`config.mk`:
```
export PLATFORM = sky130hd
export DESIGN_NAME = daTop
export DESIGN_NICKNAME = d
export VERILOG_FILES = /design/src/design/daPkg.sv /design/src/design/daDecode.sv /design/src/design/daExecute.sv /design/src/design/daLut.sv /design/src/design/daResult.sv /design/src/design/daTop.sv
export VERILOG_INCLUDE_DIRS = /design/src /design/src/design
export SDC_FILE = /design/constraint.sdc
export NUM_CORES = 1
export LEC_CHECK = 0
export BUFFER_PORTS_ARGS = -buffer_cell sky130_fd_sc_hd__buf_2
export CAP_MARGIN = 20
export CORE_MARGIN = 2
export CORE_UTILIZATION = 58
export CTS_BUF_LIST = sky130_fd_sc_hd__clkbuf_4 sky130_fd_sc_hd__clkbuf_8
export CTS_CLUSTER_DIAMETER = 150
export DETAILED_ROUTE_END_ITERATION = 8
export PLACE_DENSITY_LB_ADDON = 0.25
export SLEW_MARGIN = 20
export SYNTH_ARGS = -nofsm -noshare
export SYNTH_HDL_FRONTEND = slang
export SYNTH_SLANG_ARGS = --single-unit
```
`constraint.sdc`:
```
create_clock -name clk -period 3.2 [get_ports clk]
set_clock_uncertainty 0.15 [all_clocks]
set_input_delay 0.32 -clock clk [delete_from_list [all_inputs] [get_ports clk]]
set_output_delay 0.32 -clock clk [all_outputs]
set_load 0.02 [all_outputs]
```
`src/design/daCfg.svh`:
```
`ifndef DA_CFG_SVH
`define DA_CFG_SVH

// Fixed-point format, value width is DA_N_INT + DA_N_MANT + 1 with sign
`define DA_N_INT 8
`define DA_N_MANT 8
`define DA_N_TOT (`DA_N_INT + `DA_N_MANT)

// Select vector and lookup-table split
`define DA_SIZE 12
`define DA_LUT_SIZE 4
`define DA_LUT_NUM (`DA_SIZE / `DA_LUT_SIZE)

// Buffer depths, also the starting credit counts
`define DA_CMD_DEPTH 4
`define DA_RSP_DEPTH 4

`define DA_TAG_W 4

// Coefficient j is (j+1)/4, i.e. raw (j+1) << 6 with 8 fraction bits
`define DA_COEF(j) (((j) + 1) << (`DA_N_MANT - 2))

`endif

```
`src/design/daPkg.sv`:
```
`include "daCfg.svh"

package daPkg;

    // Signed fixed point, sign + DA_N_INT integer + DA_N_MANT fraction bits
    typedef logic signed [`DA_N_TOT:0] daFix_t;

    typedef enum logic [1:0] {
        OP_DOT = 2'd0,  // Result is the coefficient sum
        OP_MAC = 2'd1,  // Accumulate sum, return new accumulator
        OP_CLR = 2'd2   // Clear accumulator, return zero
    } daOp_e;

    typedef struct packed {
        daOp_e                op;
        logic [`DA_SIZE-1:0]  sel;
        logic [`DA_TAG_W-1:0] tag;
    } daCmd_t;

    typedef struct packed {
        logic                 valid;
        daOp_e                op;
        logic [`DA_SIZE-1:0]  sel;
        logic [`DA_TAG_W-1:0] tag;
    } daIssue_t;

    typedef struct packed {
        daOp_e                op;
        logic [`DA_TAG_W-1:0] tag;
        daFix_t               value;
    } daRsp_t;

endpackage

```
`src/design/daDecode.sv`:
```
`timescale 1ns/1ps
`include "daCfg.svh"

module daDecode (
    input  logic            clk,
    input  logic            rst,
    input  logic            cmdValid,
    input  daPkg::daCmd_t   cmd,
    output logic            cmdCredit,
    input  logic            freeCredit,
    output daPkg::daIssue_t issue
);
    import daPkg::*;

    localparam int PtrW  = $clog2(`DA_CMD_DEPTH);
    localparam int CredW = $clog2(`DA_RSP_DEPTH) + 1;

    daCmd_t           cmdMem [`DA_CMD_DEPTH];
    logic [PtrW-1:0]  wrPtr;
    logic [PtrW-1:0]  rdPtr;
    logic [PtrW:0]    count;
    logic [CredW-1:0] rspCredits;  // Free slots in the result buffer
    logic             doIssue;
    logic             issueValid;
    daCmd_t           issueCmd;

    assign doIssue = (count != '0) && (rspCredits != '0);

    always_ff @(posedge clk) begin
        if (cmdValid) begin
            cmdMem[wrPtr] <= cmd;
        end
    end

    always_ff @(posedge clk) begin
        if (rst) begin
            wrPtr <= '0;
            rdPtr <= '0;
            count <= '0;
        end else begin
            if (cmdValid) wrPtr <= wrPtr + 1'b1;
            if (doIssue) rdPtr <= rdPtr + 1'b1;
            case ({cmdValid, doIssue})
                2'b10:   count <= count + 1'b1;
                2'b01:   count <= count - 1'b1;
                default: count <= count;
            endcase
        end
    end

    always_ff @(posedge clk) begin
        if (rst) begin
            rspCredits <= CredW'(`DA_RSP_DEPTH);
        end else begin
            case ({freeCredit, doIssue})
                2'b10:   rspCredits <= rspCredits + 1'b1;
                2'b01:   rspCredits <= rspCredits - 1'b1;
                default: rspCredits <= rspCredits;
            endcase
        end
    end

    always_ff @(posedge clk) begin
        if (rst) begin
            issueValid <= 1'b0;
            cmdCredit  <= 1'b0;
        end else begin
            issueValid <= doIssue;
            cmdCredit  <= doIssue;  // Slot freed, hand credit back upstream
        end
    end

    always_ff @(posedge clk) begin
        if (doIssue) begin
            issueCmd <= cmdMem[rdPtr];
        end
    end

    assign issue = '{valid: issueValid, op: issueCmd.op, sel: issueCmd.sel, tag: issueCmd.tag};

endmodule

```
`src/design/daExecute.sv`:
```
`timescale 1ns/1ps
`include "daCfg.svh"

module daExecute (
    input  logic            clk,
    input  logic            rst,
    input  daPkg::daIssue_t issue,
    output logic            execValid,
    output daPkg::daRsp_t   exec
);
    import daPkg::*;

    localparam int Stages = 4;  // LUT, adder 0, adder 1, accumulate

    daFix_t               lutOut [`DA_LUT_NUM];
    daFix_t               lutReg [`DA_LUT_NUM];
    daFix_t               sum01;
    daFix_t               pass2;
    daFix_t               sumReg;
    daFix_t               acc;
    daFix_t               accNext;
    daFix_t               execValue;
    logic [Stages-1:0]    stageValid;
    daOp_e                stageOp  [Stages];
    logic [`DA_TAG_W-1:0] stageTag [Stages];

    for (genvar i = 0; i < `DA_LUT_NUM; i++) begin : genLut
        daLut #(
            .lutBits (`DA_LUT_SIZE),
            .base    (i * `DA_LUT_SIZE)
        ) i_daLut (
            .sel    (issue.sel[i*`DA_LUT_SIZE +: `DA_LUT_SIZE]),
            .result (lutOut[i])
        );
    end

    // Datapath registers, valid travels in stageValid
    always_ff @(posedge clk) begin
        for (int i = 0; i < `DA_LUT_NUM; i++) begin
            lutReg[i] <= lutOut[i];
        end
        sum01  <= lutReg[0] + lutReg[1];
        pass2  <= lutReg[2];  // Odd table skips layer 0
        sumReg <= sum01 + pass2;
    end

    always_ff @(posedge clk) begin
        if (rst) begin
            stageValid <= '0;
        end else begin
            stageValid <= {stageValid[Stages-2:0], issue.valid};
        end
    end

    always_ff @(posedge clk) begin
        stageOp[0]  <= issue.op;
        stageTag[0] <= issue.tag;
        for (int s = 1; s < Stages; s++) begin
            stageOp[s]  <= stageOp[s-1];
            stageTag[s] <= stageTag[s-1];
        end
    end

    always_comb begin
        case (stageOp[Stages-2])
            OP_MAC:  accNext = acc + sumReg;  // Wraps in two's complement
            OP_CLR:  accNext = '0;
            default: accNext = acc;
        endcase
    end

    // Ops reach this stage in issue order, so the accumulator stays ordered
    always_ff @(posedge clk) begin
        if (rst) begin
            acc <= '0;
        end else if (stageValid[Stages-2]) begin
            acc <= accNext;
        end
    end

    always_ff @(posedge clk) begin
        if (stageOp[Stages-2] == OP_DOT) begin
            execValue <= sumReg;
        end else begin
            execValue <= accNext;
        end
    end

    assign execValid = stageValid[Stages-1];
    assign exec      = '{op: stageOp[Stages-1], tag: stageTag[Stages-1], value: execValue};

endmodule

```
`src/design/daLut.sv`:
```
`timescale 1ns/1ps
`include "daCfg.svh"

module daLut #(
    parameter int lutBits = `DA_LUT_SIZE,
    parameter int base    = 0
) (
    input  logic [lutBits-1:0] sel,
    output daPkg::daFix_t      result
);
    import daPkg::*;

    localparam int Entries = 2 ** lutBits;

    daFix_t lutMem [Entries];

    // Signed sum of the slice: +coef where the bit is set, -coef otherwise
    function automatic daFix_t lutEntry(int pattern);
        daFix_t acc;
        acc = '0;
        for (int j = 0; j < lutBits; j++) begin
            if (pattern[j]) begin
                acc = acc + daFix_t'(`DA_COEF(base + j));
            end else begin
                acc = acc - daFix_t'(`DA_COEF(base + j));
            end
        end
        return acc;
    endfunction

    for (genvar i = 0; i < Entries; i++) begin : genEntry
        assign lutMem[i] = lutEntry(i);  // Constant at elaboration
    end

    assign result = lutMem[sel];

endmodule

```
`src/design/daResult.sv`:
```
`timescale 1ns/1ps
`include "daCfg.svh"

module daResult (
    input  logic          clk,
    input  logic          rst,
    input  logic          execValid,
    input  daPkg::daRsp_t exec,
    input  logic          rspCredit,
    output logic          rspValid,
    output daPkg::daRsp_t rsp,
    output logic          freeCredit
);
    import daPkg::*;

    localparam int PtrW  = $clog2(`DA_RSP_DEPTH);
    localparam int CredW = 8;

    daRsp_t           rspMem [`DA_RSP_DEPTH];
    logic [PtrW-1:0]  wrPtr;
    logic [PtrW-1:0]  rdPtr;
    logic [PtrW:0]    count;
    logic [CredW-1:0] credits;  // Downstream slots granted
    logic             sendNow;

    assign sendNow = (count != '0) && (credits != '0);

    // Decode only issues against free slots, so a write never hits a full buffer
    always_ff @(posedge clk) begin
        if (execValid) begin
            rspMem[wrPtr] <= exec;
        end
    end

    always_ff @(posedge clk) begin
        if (rst) begin
            wrPtr   <= '0;
            rdPtr   <= '0;
            count   <= '0;
            credits <= '0;
        end else begin
            if (execValid) wrPtr <= wrPtr + 1'b1;
            if (sendNow) rdPtr <= rdPtr + 1'b1;
            case ({execValid, sendNow})
                2'b10:   count <= count + 1'b1;
                2'b01:   count <= count - 1'b1;
                default: count <= count;
            endcase
            if (rspCredit && !sendNow && credits != '1) begin
                credits <= credits + 1'b1;  // Saturates
            end else if (!rspCredit && sendNow) begin
                credits <= credits - 1'b1;
            end
        end
    end

    assign rspValid   = sendNow;
    assign rsp        = rspMem[rdPtr];
    assign freeCredit = sendNow;  // Slot reused, tell decode

endmodule

```
`src/design/daTop.sv`:
```
`timescale 1ns/1ps

module daTop (
    input  logic          clk,
    input  logic          rst,
    input  logic          cmdValid,
    input  daPkg::daCmd_t cmd,
    output logic          cmdCredit,
    input  logic          rspCredit,
    output logic          rspValid,
    output daPkg::daRsp_t rsp
);
    import daPkg::*;

    daIssue_t issue;
    logic     execValid;
    daRsp_t   exec;
    logic     freeCredit;

    daDecode i_daDecode (
        .clk        (clk),
        .rst        (rst),
        .cmdValid   (cmdValid),
        .cmd        (cmd),
        .cmdCredit  (cmdCredit),
        .freeCredit (freeCredit),
        .issue      (issue)
    );

    daExecute i_daExecute (
        .clk       (clk),
        .rst       (rst),
        .issue     (issue),
        .execValid (execValid),
        .exec      (exec)
    );

    daResult i_daResult (
        .clk        (clk),
        .rst        (rst),
        .execValid  (execValid),
        .exec       (exec),
        .rspCredit  (rspCredit),
        .rspValid   (rspValid),
        .rsp        (rsp),
        .freeCredit (freeCredit)
    );

endmodule

```
---- Word-level counts from Yosys, hierarchy flattened ----
Memory sizes are Yosys's and may differ from the RTL's. A register that Yosys moved wholly into a read port is not among the register bits.
Cells that the tools add are included.
word-level totals
  register bits ........................... 98
  bits in writable memories ............... 239
  bits in read-only memories .............. 816
  input bits .............................. 22
  output and inout bits ................... 25
  logic and storage cells ................. 87
  memories kept ........................... 8
memory list
  name                words  width  read ports  clocked after memory_dff  write ports  line             RTL
  (name not given)    16     17     1           0                         0            daLut.sv:35      assign result = lutMem[sel];
  (name not given)    16     17     1           0                         0            daLut.sv:35
  (name not given)    16     17     1           0                         0            daLut.sv:35
  i_daResult.rspMem   4      23     1           1                         1            daResult.sv:19   daRsp_t rspMem [`DA_RSP_DEPTH];
  i_daDecode.cmdMem   4      18     1           1                         1            daDecode.sv:18   daCmd_t cmdMem [`DA_CMD_DEPTH];
  i_daExecute.lutReg  3      17     3           1                         3            daExecute.sv:16  daFix_t lutReg [`DA_LUT_NUM];
  +2 memories         n/a    n/a    n/a         n/a                       n/a          n/a
cells by class
  add/subtract/negate cells ............... 15
  $lt $le $gt $ge ......................... 3
  eq/ne operators ......................... 9
  muxes and demuxes ....................... 19
  bitwise logic cells ..................... 3
  reductions and logical operators ........ 16
operator list
  kind                 number
  $mux 17              7
  $add 17x17->17       3
  $pmux 17 s2          1
  $pmux 3 s2           3
  $mux 8               2
  $ge 5x5->1 const B   3
  $not 4->5            3
  $add 3x1->3 const B  3
  $reduce_bool 3->1    3
  $sub 3x1->3 const B  3
  $add 2x1->2 const B  4
  $add 8x1->8 const B  1
  $eq 2x1->1 const B   4
  $eq 2x2->1 const B   4
  $ne 8x8->1 const B   1
  $reduce_bool 2->1    4
  $reduce_bool 8->1    1
  $sub 8x1->8 const B  1
  $logic_and 1x1->1    5
  $mux 1               4
  $mux 2               2
  $logic_not 1->1      2
  $logic_not 2->1      1

---- Depth between registers and ports, before layout ----
Gate-level depths: netlist of run 1.
  word-level depth ........................ 6
  mapped depth ............................ 10
  gate-level depth less buffers ........... 10

---- Modules after synthesis ----
From an unflattened synthesis of run 1, not the netlist that was laid out.
second synthesis, totals
  cell total of the unflattened synthesis .. 1068
  area, all modules ....................... 14880.5 µm²
by module, submodules not included
  module                                  instances  cells an instance  area an instance (µm²)  seq. area each (µm²)
  daExecute                               1          551                6040.8                  3283.1
  daResult                                1          244                4389.2                  3103.0
  daDecode                                1          180                3727.3                  2922.8
  daLut at i_daExecute.genLut[1].i_daLut  1          32                 255.2                   0.0
  daLut at i_daExecute.genLut[2].i_daLut  1          35                 255.2                   0.0
  daLut at i_daExecute.genLut[0].i_daLut  1          26                 212.7                   0.0

---- Least setup slack after synthesis of run 1 ----
OpenSTA, ideal clock, no wires.
  kind .................................... flip-flop to flip-flop
  from .................................... register i_daDecode.rspCredits[0]
  to ...................................... register i_daDecode.rspCredits[2]
  setup time .............................. 0.132 ns
  arrival time ............................ 2.824 ns
  data required time ...................... 2.918 ns
  setup slack ............................. 0.094 ns
  cell stages (with the launch flop) ...... 9
  buffers on the path ..................... 0
  period minus slack after synthesis ...... 3.106 ns
  path through ............................ dfxtp_1 > nor3_1 > nor2_1 > ha_1 > inv_1 > fa_1 > xor2_1 > o21ai_0 > or3b_2
between the ends
  word-level cells in the longest chain between the ends .. 4
  elaborated cells between the ends (all ways) .. 8
  those cells by class .................... add/sub: 2; eq/ne: 2; mux: 1; reduce/logical: 3
RTL lines
  what                                                    line            RTL
  start, declared                                         daDecode.sv:22  logic [CredW-1:0] rspCredits;
  start signal, assigned                                  daDecode.sv:53  rspCredits <= CredW'(`DA_RSP_DEPTH);
  start signal, assigned                                  daDecode.sv:56  2'b10: rspCredits <= rspCredits + 1'b1;
  start signal, assigned                                  daDecode.sv:57  2'b01: rspCredits <= rspCredits - 1'b1;
  $reduce_bool 3->1 *                                     daDecode.sv:27  assign doIssue = (count != '0) && (rspCredits != '0);
  $logic_and 1x1->1 *                                     daDecode.sv:27
  net i_daDecode.doIssue                                  daDecode.sv:23  logic doIssue;
  $eq 2x1->1 / $eq 2x2->1 (equally long branches)         daDecode.sv:55  case ({freeCredit, doIssue})
  $pmux 3 s2 / $reduce_bool 2->1 (equally long branches)  n/a
The timed path passes the listed nets; every way through them passes the cells marked *.
A chain may end at the register's enable or synchronous reset.

---- Final worst setup path of run 1 ----
  from .................................... register i_daResult.credits[0]
  to ...................................... register i_daResult.credits[7]
between the ends
  word-level cells in the longest chain between the ends .. 6
  elaborated cells between the ends (all ways) .. 12
  those cells by class .................... add/sub: 2; eq/ne: 1; mux: 2; reduce/logical: 7
RTL lines
  what                                                                 line            RTL
  start, declared                                                      daResult.sv:23  logic [CredW-1:0] credits;
  start signal, assigned                                               daResult.sv:50  credits <= credits + 1'b1;
  start signal, assigned                                               daResult.sv:52  credits <= credits - 1'b1;
  parallel branches: the longest is 6 deep, another holds $sub 8x1->8  n/a
Parallel ways; which one is timed is not known. The select of a mux whose other input is x is not followed.

==> results of run 1 <==
[power breakdown]
| part | internal, mW | total [mW] | switching (mW) |
|---|---|---|---|
| registers | 5.23 | 5.76 | 0.525 |
| logic | 1.70 | 3.74 | 2.04 |
| clock network | 1.96 | 3.36 | 1.40 |
| total | 8.90 | 12.9 | 3.96 |
[layer usage]
layer,share of wire,vias to the layer above
met5,0,-
met4,0.019,0
met3,0.047,44
met2,0.53,175
met1,0.40,3235
li1,-,3182
[area by class of cell]
| class | instances | area share |
|---|---|---|
| clock buffer | 75 | 0.0651 |
| clock inverter | 11 | 0.00764 |
| inverter | 44 | 0.0119 |
| multi-input combinational | 425 | 0.273 |
| sequential | 313 | 0.581 |
| tap | 270 | 0.0243 |
| timing repair buffer | 78 | 0.0372 |
[worst max-delay path, cell delays in order, from the launching register on]
cell and delay, ps:
dfxtp_1 390, or4_4 550, o32ai_4 200, o211ai_2 240, buf_4 190, ha_1 340, o21a_1 170, o31ai_2 80
o2bb2ai_1 180, or4_1 420, o211ai_1 100
[cells by family after synthesis]
family                   count (synthesis)
AO/OA/AOI/OAI                          107
XOR/XNOR                                31
adder cells (fa/ha/maj)                 62
buffers and inverters                   67
flip-flops                             313
multiplexers                            56
AND/OR/NAND/NOR                        168
[through the flow]
stage               cell area, sq um  power (mW)
CTS                            13900        12.9
global route                   13900        13.7
detailed placement             12700        9.52
finish                         13900        12.9
floorplan                      12100        8.54
global placement               12700        9.23
[repair_timing]
item | in CTS | in global routing
setup endpoints to repair | 0 | 3
resized for setup | 0 | 5
buffers inserted | 0 | 3
hold buffers | 19 | 0
hold endpoints to repair | 74 | 0
[worst paths after layout]
kind                           endpoint  slack, ps  depth (start not counted)
setup / recovery  i_daResult.credits[7]        120                         10
hold / removal     i_daExecute.pass2[8]        150                          0
setup reg to reg  i_daResult.credits[7]        120                         10
hold reg to reg    i_daExecute.pass2[8]        150                          0
[registers in the layout, indices dropped and copies added (netlist names), named ones only]
| signal | flops |
|---|---|
| i_daDecode.cmdCredit | 1 |
| i_daDecode.cmdMem | 72 |
| i_daDecode.count | 3 |
| i_daDecode.issue | 18 |
| i_daDecode.rdPtr | 2 |
| i_daDecode.rspCredits | 3 |
| i_daDecode.wrPtr | 2 |
| i_daExecute.acc | 17 |
| i_daExecute.execValue | 17 |
| i_daExecute.lutReg | 15 |
| i_daExecute.pass2 | 6 |
| i_daExecute.stageOp | 8 |
| i_daExecute.stageTag | 16 |
| i_daExecute.stageValid | 4 |
| i_daExecute.sum01 | 10 |
| i_daExecute.sumReg | 10 |
| i_daResult.count | 3 |
| i_daResult.credits | 8 |
| i_daResult.rdPtr | 2 |
| i_daResult.rspMem | 92 |
| i_daResult.wrPtr | 2 |
[synth_stat cells (all sizes together) (19+ instances only)]
cell type / instances
edfxtp: 182
mux4: 41
dfxtp: 131
inv: 43
nand2: 30
ha: 53
and2: 24
a21oi: 32
xnor2: 19
nor2: 48
o21ai: 21
==> metrics.md, run 1 <==
| Metric | Value |
|---|---|
| Run status | finished, final reports clean |
| Relative max-transition margin | 0.321 |
| Worst setup path start | i_daResult.credits[0] |
| Die area | ~0.022 sq mm |
| Pre-antenna DRT Iters | 4 |
| Post-synth ARST share | 0 |
| M3 GR Usage | 0.0368 |
| NumNets Final | roughly 1000 |
| First-pass GRT wire length | 32900 um |
| Placed Cells incl. Taps | approximately 1.1k |
| Initial Util | 0.595 |
| WS Path Type | reg -> reg |
| Worst-path clk slew | approximately 60 ps |
| Antenna Cells | 0 |
| Max-cap viol count | 0 |
| CTS tree | built |
| Reg-to-Reg Start | i_daResult.credits[0] |
| Synth top area cells | edfxtp_1 45%, dfxtp_1 22%, mux4_2 7.6%, ha_1 5.5%, fa_1 1.5% |
| Fmax | around 0.32 GHz |
| Met1 usage | 0.219 |
| Post-synth EDFFs | around 180 |
| Post-synthesis mux area share | 0.0890 |
| XOR/XNOR Fraction of Synth Area | 0.0224 |
| Worst Max-Slew Pin Slew | around 1000 ps |
| Sequential cell area | around 0.0081 sq mm |
| Post-synthesis simple-gate area fraction | 0.0714 |
| Die height | roughly 150 um |
| Setup tns final | 0 ps |
| GRT Total Usage | 0.187 |
| Vias/cell | 5.46 |
| Clk_lat worst skew | 550 ps |
| Number of port buffers | 46 |
| Largest net degree at the start of global routing | approximately 50 |
| YS warnings | 0 |
| Place WS | around 120 ps |
| Most common cell after layout, fill and taps aside | edfxtp_1 |
| Hold_sp | i_daExecute.lutReg[2][8] |
| TritonCTS Buffers | between 40 and 50 |
| Multi-input logic area | ~0.0038 sq mm |
| Tmin final | between 3000 and 4000 ps |
| Initial antenna violation count | 0 |
| Crit Path Max Fanout | 6 |
| RSZ-0062 raised after global routing | no |
| DRC viols | 0 |
| Routed WL | around 20000 um |
| Final HPWL DP | ~13000 um |
| Gr busiest metal | met2 |
| Antenna Nets Post-Route | 0 |
| Worst hold margin | 152 ps |
| Non-Filler Instances | 1216 |
| Seq/Total Area, Yosys | 0.667 |
| Endpoints failing hold | 0 |
| Setup WS post-layout | about 120 ps |
| Most frequent cells in the layout | 182 x edfxtp_1, 131 x dfxtp_1, 55 x clkbuf_8 |
| Area growth syn-to-layout | 14.9% |
| H-tree levels | 2 |
| Synthesized cell area | 0.0121 sq mm |
| CP required | between 3000 and 4000 ps |
| Share of cells above drive strength 1 | 0.209 |
| Clk root buf | clkbuf_8 |
| Path type of the worst min-delay path | reg -> reg |
| Slew Limit Fails | 0 |
| Core ar. | slightly above 0.02 sq mm |
| Tcrit/Tclk final | 0.964 |
| Final core occ | 0.684 |
| Pwr/cell area | ~920 mW/mm^2 |
| Largest family of logic cells by synthesized area | multiplexers |
| GRT overflow | 0 |
| Mapped Nets | 888 |
| Area leader, netlist | edfxtp_1 |
| Die width | 149 um |
| Total number of vias | ~6.6k |
| Post-Synth Adder-Cell Area | 0.0696 |
| Worst vdd ir | between 0.0004 and 0.0005 V |
| Clock Path Buffers | 3 |
| Synth Flop Type | edfxtp_1 |
| Yosys reg bits | 313 |
| Setup crit start kind | flip-flop |
| Initial drt markers | around 440 |
| GRT met2 Usage | 0.342 |
| Syn_area_per_cell | 15.1 sq um |
| Syn Inst Count | 804 |
| Crit. End Element | flip-flop |
| GP Congestion | roughly 0.8 |
| Fillers | about 1.4k |
| Total I/O pin count | between 40 and 50 |
| Row count | 52 |
| Avg WL per Cell | about 16 um |
| CTS sink cnt | roughly 310 |
| Vias in the first global route | 6965 |
| Share of the synthesized area in the top cell type | 0.451 |
| Crit path DAT | roughly 3400 ps |
| Finish-stage setup viols | 0 |
| P_leak | about 5.2 nW |
| Synth Area in Compound Gates | 0.0590 |
| Yosys cell types | 56 |
Power figures use the tool's default switching activity.
==> inputs of run 2 (changes only) <==
Settings changed: CORE_MARGIN 2 to default, GPL_TIMING_DRIVEN from default to 0.
==> run 2 against run 1 <==
Hold slack improved by 22 ps. Via count decreased by 0.86%. Global-route usage increased by 0.84 points. Critical path type unchanged. Final cell count increased by 1.2%. Non-clock buffer count increased by 14. Largest cell class unchanged. Power increased by 0.22%. Core utilization increased by 0.28 points. First-iteration DRC count decreased by 46%. Worst setup slack improved by 7.4 ps.
==> metrics.md, run 2 (synthesis gave the netlist of run 1 again) <==
| Metric | Value |
|---|---|
| Final HPWL DP | approximately 13000 um |
| H-tree levels | 2 |
| Pre-antenna DRT Iters | 4 |
| Tot Pwr | around 13 mW |
| P_leak | a little over 5 nW |
| Final core occ | 0.687 |
| Total number of vias | around 6.6k |
| GP Congestion | between 0.8 and 0.9 |
| Antenna Cells | 0 |
| Worst hold path endpoint | i_daExecute.stageTag[1][3] |
| Worst-path clk slew | 70 ps |
| Tmin final | 3080 ps |
| Slew Limit Fails | 0 |
| Total I/O pin count | 47 |
| Placed Cells incl. Taps | roughly 1.1k |
| Area growth syn-to-layout | 15.4% |
| Clk_lat worst skew | 560 ps |
| Clock Path Buffers | 3 |
| Die height | between 100 and 150 um |
| Initial drt markers | 238 |
| Crit Path Max Fanout | 8 |
| Placed Area | around 0.013 sq mm |
| Number of port buffers | 46 |
| Die area | ~0.021 sq mm |
| Post-route cell area | about 0.014 sq mm |
| CP peak stage delay | approximately 610 ps |
| Most frequent cells in the layout | 182 x edfxtp_1, 131 x dfxtp_1, 56 x clkbuf_8 |
| Flop2flop setup slack | about 120 ps |
| Share of cells above drive strength 1 | 0.208 |
| Max-cap viol count | 0 |
| Avg WL per Cell | 16.2 um |
| Fmax | 0.325 GHz |
| Top reg by flops | i_daResult.rspMem |
| Run status | finished, final reports clean |
| Crit path DAT | 3390 ps |
| Die width | between 100 and 150 um |
| Crit. End Element | flip-flop |
| CTS tree | built |
| RSZ-0062 raised after global routing | no |
| Crit path cell chain | or4_1, o32ai_4, o211ai_4, ha_1, a211oi_2, nor2_1, o31ai_2, o2bb2ai_1, or4_1, o211ai_1 |
| Initial Util | 0.595 |
| Endpoints failing hold | 0 |
| NumNets Final | 1006 |
| Clk pwr share | 0.261 |
| Reg-to-Reg Start | i_daResult.credits[3] |
| WS Path Type | reg -> reg |
| Initial antenna violation count | 0 |
| Setup tns final | 0 ps |
| GRT Total Usage | 0.196 |
| Worst vdd ir | ~0.00062 V |
| Routed WL | 19900 um |
| Non-Filler Instances | around 1.2k |
| Core ar. | between 0.02 and 0.025 sq mm |
| Setup WS post-layout | around 120 ps |
| Clk root buf | clkbuf_8 |
| Register share of total power | 0.441 |
| Vias in the first global route | between 7k and 8k |
| TritonCTS Buffers | 47 |
| Finish-stage setup viols | 0 |
| First-pass GRT wire length | 33100 um |
| Most common cell after layout, fill and taps aside | edfxtp_1 |
| Antenna Nets Post-Route | 0 |
| Setup crit start kind | flip-flop |
| Path type of the worst min-delay path | reg -> reg |
| Worst Max-Slew Pin Slew | about 1000 ps |
| CP dominant cell by count | or4_1 |
| CP required | around 3500 ps |
| Worst reg2reg path depth | 10 |
| Hold Path Stages | 0 |
| Max reg flops | between 90 and 100 |
| Sw power | roughly 4 mW |
| Reg-to-reg endpoint | i_daResult.credits[7] |
| Tcrit/Tclk final | 0.962 |
| Relative max-transition margin | 0.333 |
| Hold_sp | i_daExecute.stageTag[0][3] |
| Slowest library cell on the worst path | or4_1 |
| Largest net degree at the start of global routing | 24 |
| Vias/cell | about 5.3 |
| CTS sink cnt | 313 |
| Sw frac | 0.313 |
| Gate power share | 0.298 |
| Row count | 52 |
| DRC viols | 0 |
| Worst hold margin | between 150 and 200 ps |
| Pwr/cell area | about 900 mW/mm^2 |
| GRT overflow | 0 |
| Place WS | approximately 100 ps |
| Internal Pwr Total | between 8 and 9 mW |
[run 2: cell count changes in the layout (fill, tap and decap cells not counted), sizes merged]
cell / change
clkbuf: +10
dlygate4sd3: +1
o211ai: -1
clkinv: +8
buf: -3
[run 2: routing by layer]
metal	wire, um	global-route usage	up-vias
met5	0	0	-
met4	529	0.0760	0
met3	725	0.0422	47
met2	10500	0.360	129
met1	8110	0.221	3191
li1	-	-	3212
[run 2: final cells by class]
type,count,area [sq um]
flip-flops and latches,313,8090
multi-input cells,424,3830
clock buffers,69,868
fillers,1348,6380
clock inverters,19,148
repair buffers,69,453
plain buffers,23,92.6
well taps,270,338
inverters,44,165
[run 2: worst max-delay path by stage]
| stage | slack [ps] | end | start |
|---|---|---|---|
| after CTS | 90 | i_daResult.credits[6] | i_daResult.credits[3] |
| after global routing | 2 | i_daResult.credits[7] | i_daResult.credits[0] |
| final | 120 | i_daResult.credits[7] | i_daResult.credits[3] |
| after detailed placement | 100 | i_daResult.credits[6] | i_daResult.credits[3] |
| after global placement | -500 | i_daDecode.rspCredits[2] | i_daDecode.rspCredits[0] |
| after floorplan | 90 | i_daDecode.rspCredits[2] | i_daDecode.rspCredits[0] |
[run 2: what timing repair did]
item,in CTS,in global routing
resized for setup,0,7
hold buffers,20,0
hold endpoints to repair,75,0
buffers inserted,0,3
endpoints found under the setup margin,0,2
[run 2: power groups by stage]
stage / sequential [mW] / combinational, mW / clock [mW]
floorplan: 5.62 / 2.91 / 0
global placement: 5.72 / 3.56 / 0
detailed placement: 5.76 / 3.78 / 0
CTS: 5.67 / 3.81 / 3.43
global route: 5.77 / 4.33 / 3.63
finish: 5.68 / 3.84 / 3.36
[run 2: worst max-delay path, delay by kind of cell, from the launching register on]
kind / cells / cell delay (ps)
AO/OA/AOI/OAI: 6 / 850
AND/OR/NAND/NOR: 3 / 1260
flip-flops: 1 / 360
adder cells (fa/ha/maj): 1 / 360
==> inputs of run 3 (changes only) <==
Settings changed: SETUP_SLACK_MARGIN from default to 0.2.
==> run 3 against run 2 <==
Sequential power increased by 0.7%. Register-to-register slack improved by 120 ps. Global-route usage increased by 0.84 points. Flip-flop and latch count unchanged. Critical path type unchanged. Critical endpoint is now i_daResult.credits[6]. Largest cell class unchanged.
==> metrics.md, run 3 (synthesis gave the netlist of run 1 again) <==
| Metric | Value |
|---|---|
| Number of port buffers | between 40 and 50 |
| Vias/cell | approximately 5.4 |
| Most frequent cells in the layout | 182 x edfxtp_1, 124 x dfxtp_1, 51 x clkbuf_8 |
| Crit path DAT | 3200 ps |
| Slew Limit Fails | 0 |
| CTS sink cnt | approximately 310 |
| GP Congestion | roughly 0.86 |
| Max-cap viol count | 0 |
| CP required | around 3400 ps |
| Sequential cell area | approximately 0.0081 sq mm |
| Die height | approximately 150 um |
| Core ar. | around 0.02 sq mm |
| Pre-antenna DRT Iters | 4 |
| Place WS | approximately 82 ps |
| Worst-path clk slew | roughly 60 ps |
| Tmin final | ~3000 ps |
| Most common cell after layout, fill and taps aside | edfxtp_1 |
| Clk pwr share | 0.249 |
| Routed WL | about 21000 um |
| CTS tree | built |
| Clock Path Buffers | 3 |
| Setup tns final | 0 ps |
| Finish-stage setup viols | 0 |
| Largest net degree at the start of global routing | 24 |
| NumNets Final | 1012 |
| Antenna Nets Post-Route | 0 |
| Total number of vias | between 6k and 7k |
| First-pass GRT wire length | approximately 34000 um |
| Clk root buf | clkbuf_8 |
| GRT overflow | 0 |
| DRC viols | 0 |
| Relative max-transition margin | 0.321 |
| TritonCTS Buffers | 47 |
| Crit. End Element | flip-flop |
| Clk_lat worst skew | approximately 550 ps |
| Slowest library cell on the worst path | or4_4 |
| Area growth syn-to-layout | 15.6% |
| Vias in the first global route | just over 7k |
| H-tree levels | 2 |
| Sw frac | 0.316 |
| Endpoints failing hold | 0 |
| Antenna Cells | 0 |
| Path type of the worst min-delay path | reg -> reg |
| Avg WL per Cell | 16.9 um |
| RSZ-0062 raised after global routing | yes |
| Gate power share | 0.308 |
| Top reg by flops | i_daResult.rspMem |
| Worst Max-Slew Pin Slew | about 1000 ps |
| P_leak | slightly above 5 nW |
| Fmax | 0.338 GHz |
| Register share of total power | 0.443 |
| Sw power | roughly 4.1 mW |
| Pwr/cell area | 921 mW/mm^2 |
| Die width | approximately 150 um |
| Fillers | around 1.3k |
| Crit Path Max Fanout | 7 |
| Internal Pwr Total | around 8.8 mW |
| Die area | roughly 0.021 sq mm |
| Row count | 52 |
| Total I/O pin count | 47 |
| Initial Util | 0.595 |
| CP peak stage delay | 560 ps |
| Final HPWL DP | about 14000 um |
| Tcrit/Tclk final | 0.924 |
| Initial antenna violation count | 0 |
| Max reg flops | a little over 90 |
| Multi-input logic area | 0.00386 sq mm |
| Share of cells above drive strength 1 | 0.219 |
| Worst vdd ir | roughly 0.00056 V |
| Setup crit start kind | flip-flop |
| Crit path cell chain | or4_4, o32ai_4, o211ai_4, fa_2, a21o_1, a311o_1, a21oi_2, xnor2_1, mux2i_1, nor2_1 |
| Run status | finished, final reports clean |
| WS Path Type | reg -> reg |
| GRT Total Usage | 0.204 |
| Setup WS post-layout | approximately 240 ps |
| Initial drt markers | ~370 |
-- run 3: changes by cell type in the layout (fill, tap and decap cells not counted), moves of 5 or more --
cell	delta
clkbuf_4	+8
dfxtp_2	+6
dfxtp_1	-7
clkinv_2	-8
buf_4	+5
clkbuf_8	-5
-- run 3: cell type report --
class,count,share of cell area
Buffer,23,0.00661
Clock buffer,72,0.0613
Clock inverter,15,0.00696
Inverter,44,0.0118
Multi-Input combinational cell,424,0.275
Sequential cell,313,0.578
Tap cell,270,0.0241
Timing Repair Buffer,75,0.0358
-- run 3: critical path, delay by kind of cell, from the launching register on --
family | cells | cell delay [ps]
compound gates | 5 | 1040
simple gates | 2 | 620
fa+ha+maj | 1 | 450
flops | 1 | 330
mux | 1 | 140
xor+xnor | 1 | 90
-- run 3: routing by layer --
metal | track usage | wire (um)
met2 | 0.381 | 11100
met4 | 0.0849 | 515
met1 | 0.224 | 8540
met5 | 0 | 0
met3 | 0.0422 | 754
-- run 3: worst paths after layout --
path	start	to	slack (ps)	cells past startpoint
worst max-delay path	i_daResult.credits[6]	i_daResult.credits[6]	240	10
worst max register to register	i_daResult.credits[6]	i_daResult.credits[6]	240	10
worst min register to register	i_daExecute.stageTag[1][3]	i_daExecute.stageTag[2][3]	170	0
worst min-delay path	i_daExecute.stageTag[1][3]	i_daExecute.stageTag[2][3]	170	0
-- run 3: metrics by stage --
stage,instance area (sq um),instances,util,hold slack (ps),power (mW)
finish,14000,1236,0.688,172,12.9
global route,14000,1236,0.688,181,13.7
CTS,13900,1232,0.683,174,12.8
detailed placement,12700,1121,0.624,162,9.55
global placement,12700,1120,0.623,162,9.27
floorplan,12100,804,-,160,8.54
-- run 3: timing repair --
action | 4_1_cts | 5_1_grt
pin swaps | 3 | 10
setup buffers | 4 | 4
resized for setup | 4 | 15
endpoints found under the hold margin | 75 | 0
hold buffers | 20 | 0
setup endpoints to repair | 2 | 4
-- run 3: power by group through the flow --
stage	sequential, mW	clock (mW)	combinational (mW)
after floorplan	5.62	0	2.92
after global placement	5.72	0	3.55
after detailed placement	5.77	0	3.78
after CTS	5.70	3.27	3.87
after global routing	5.80	3.46	4.43
final	5.72	3.21	3.97
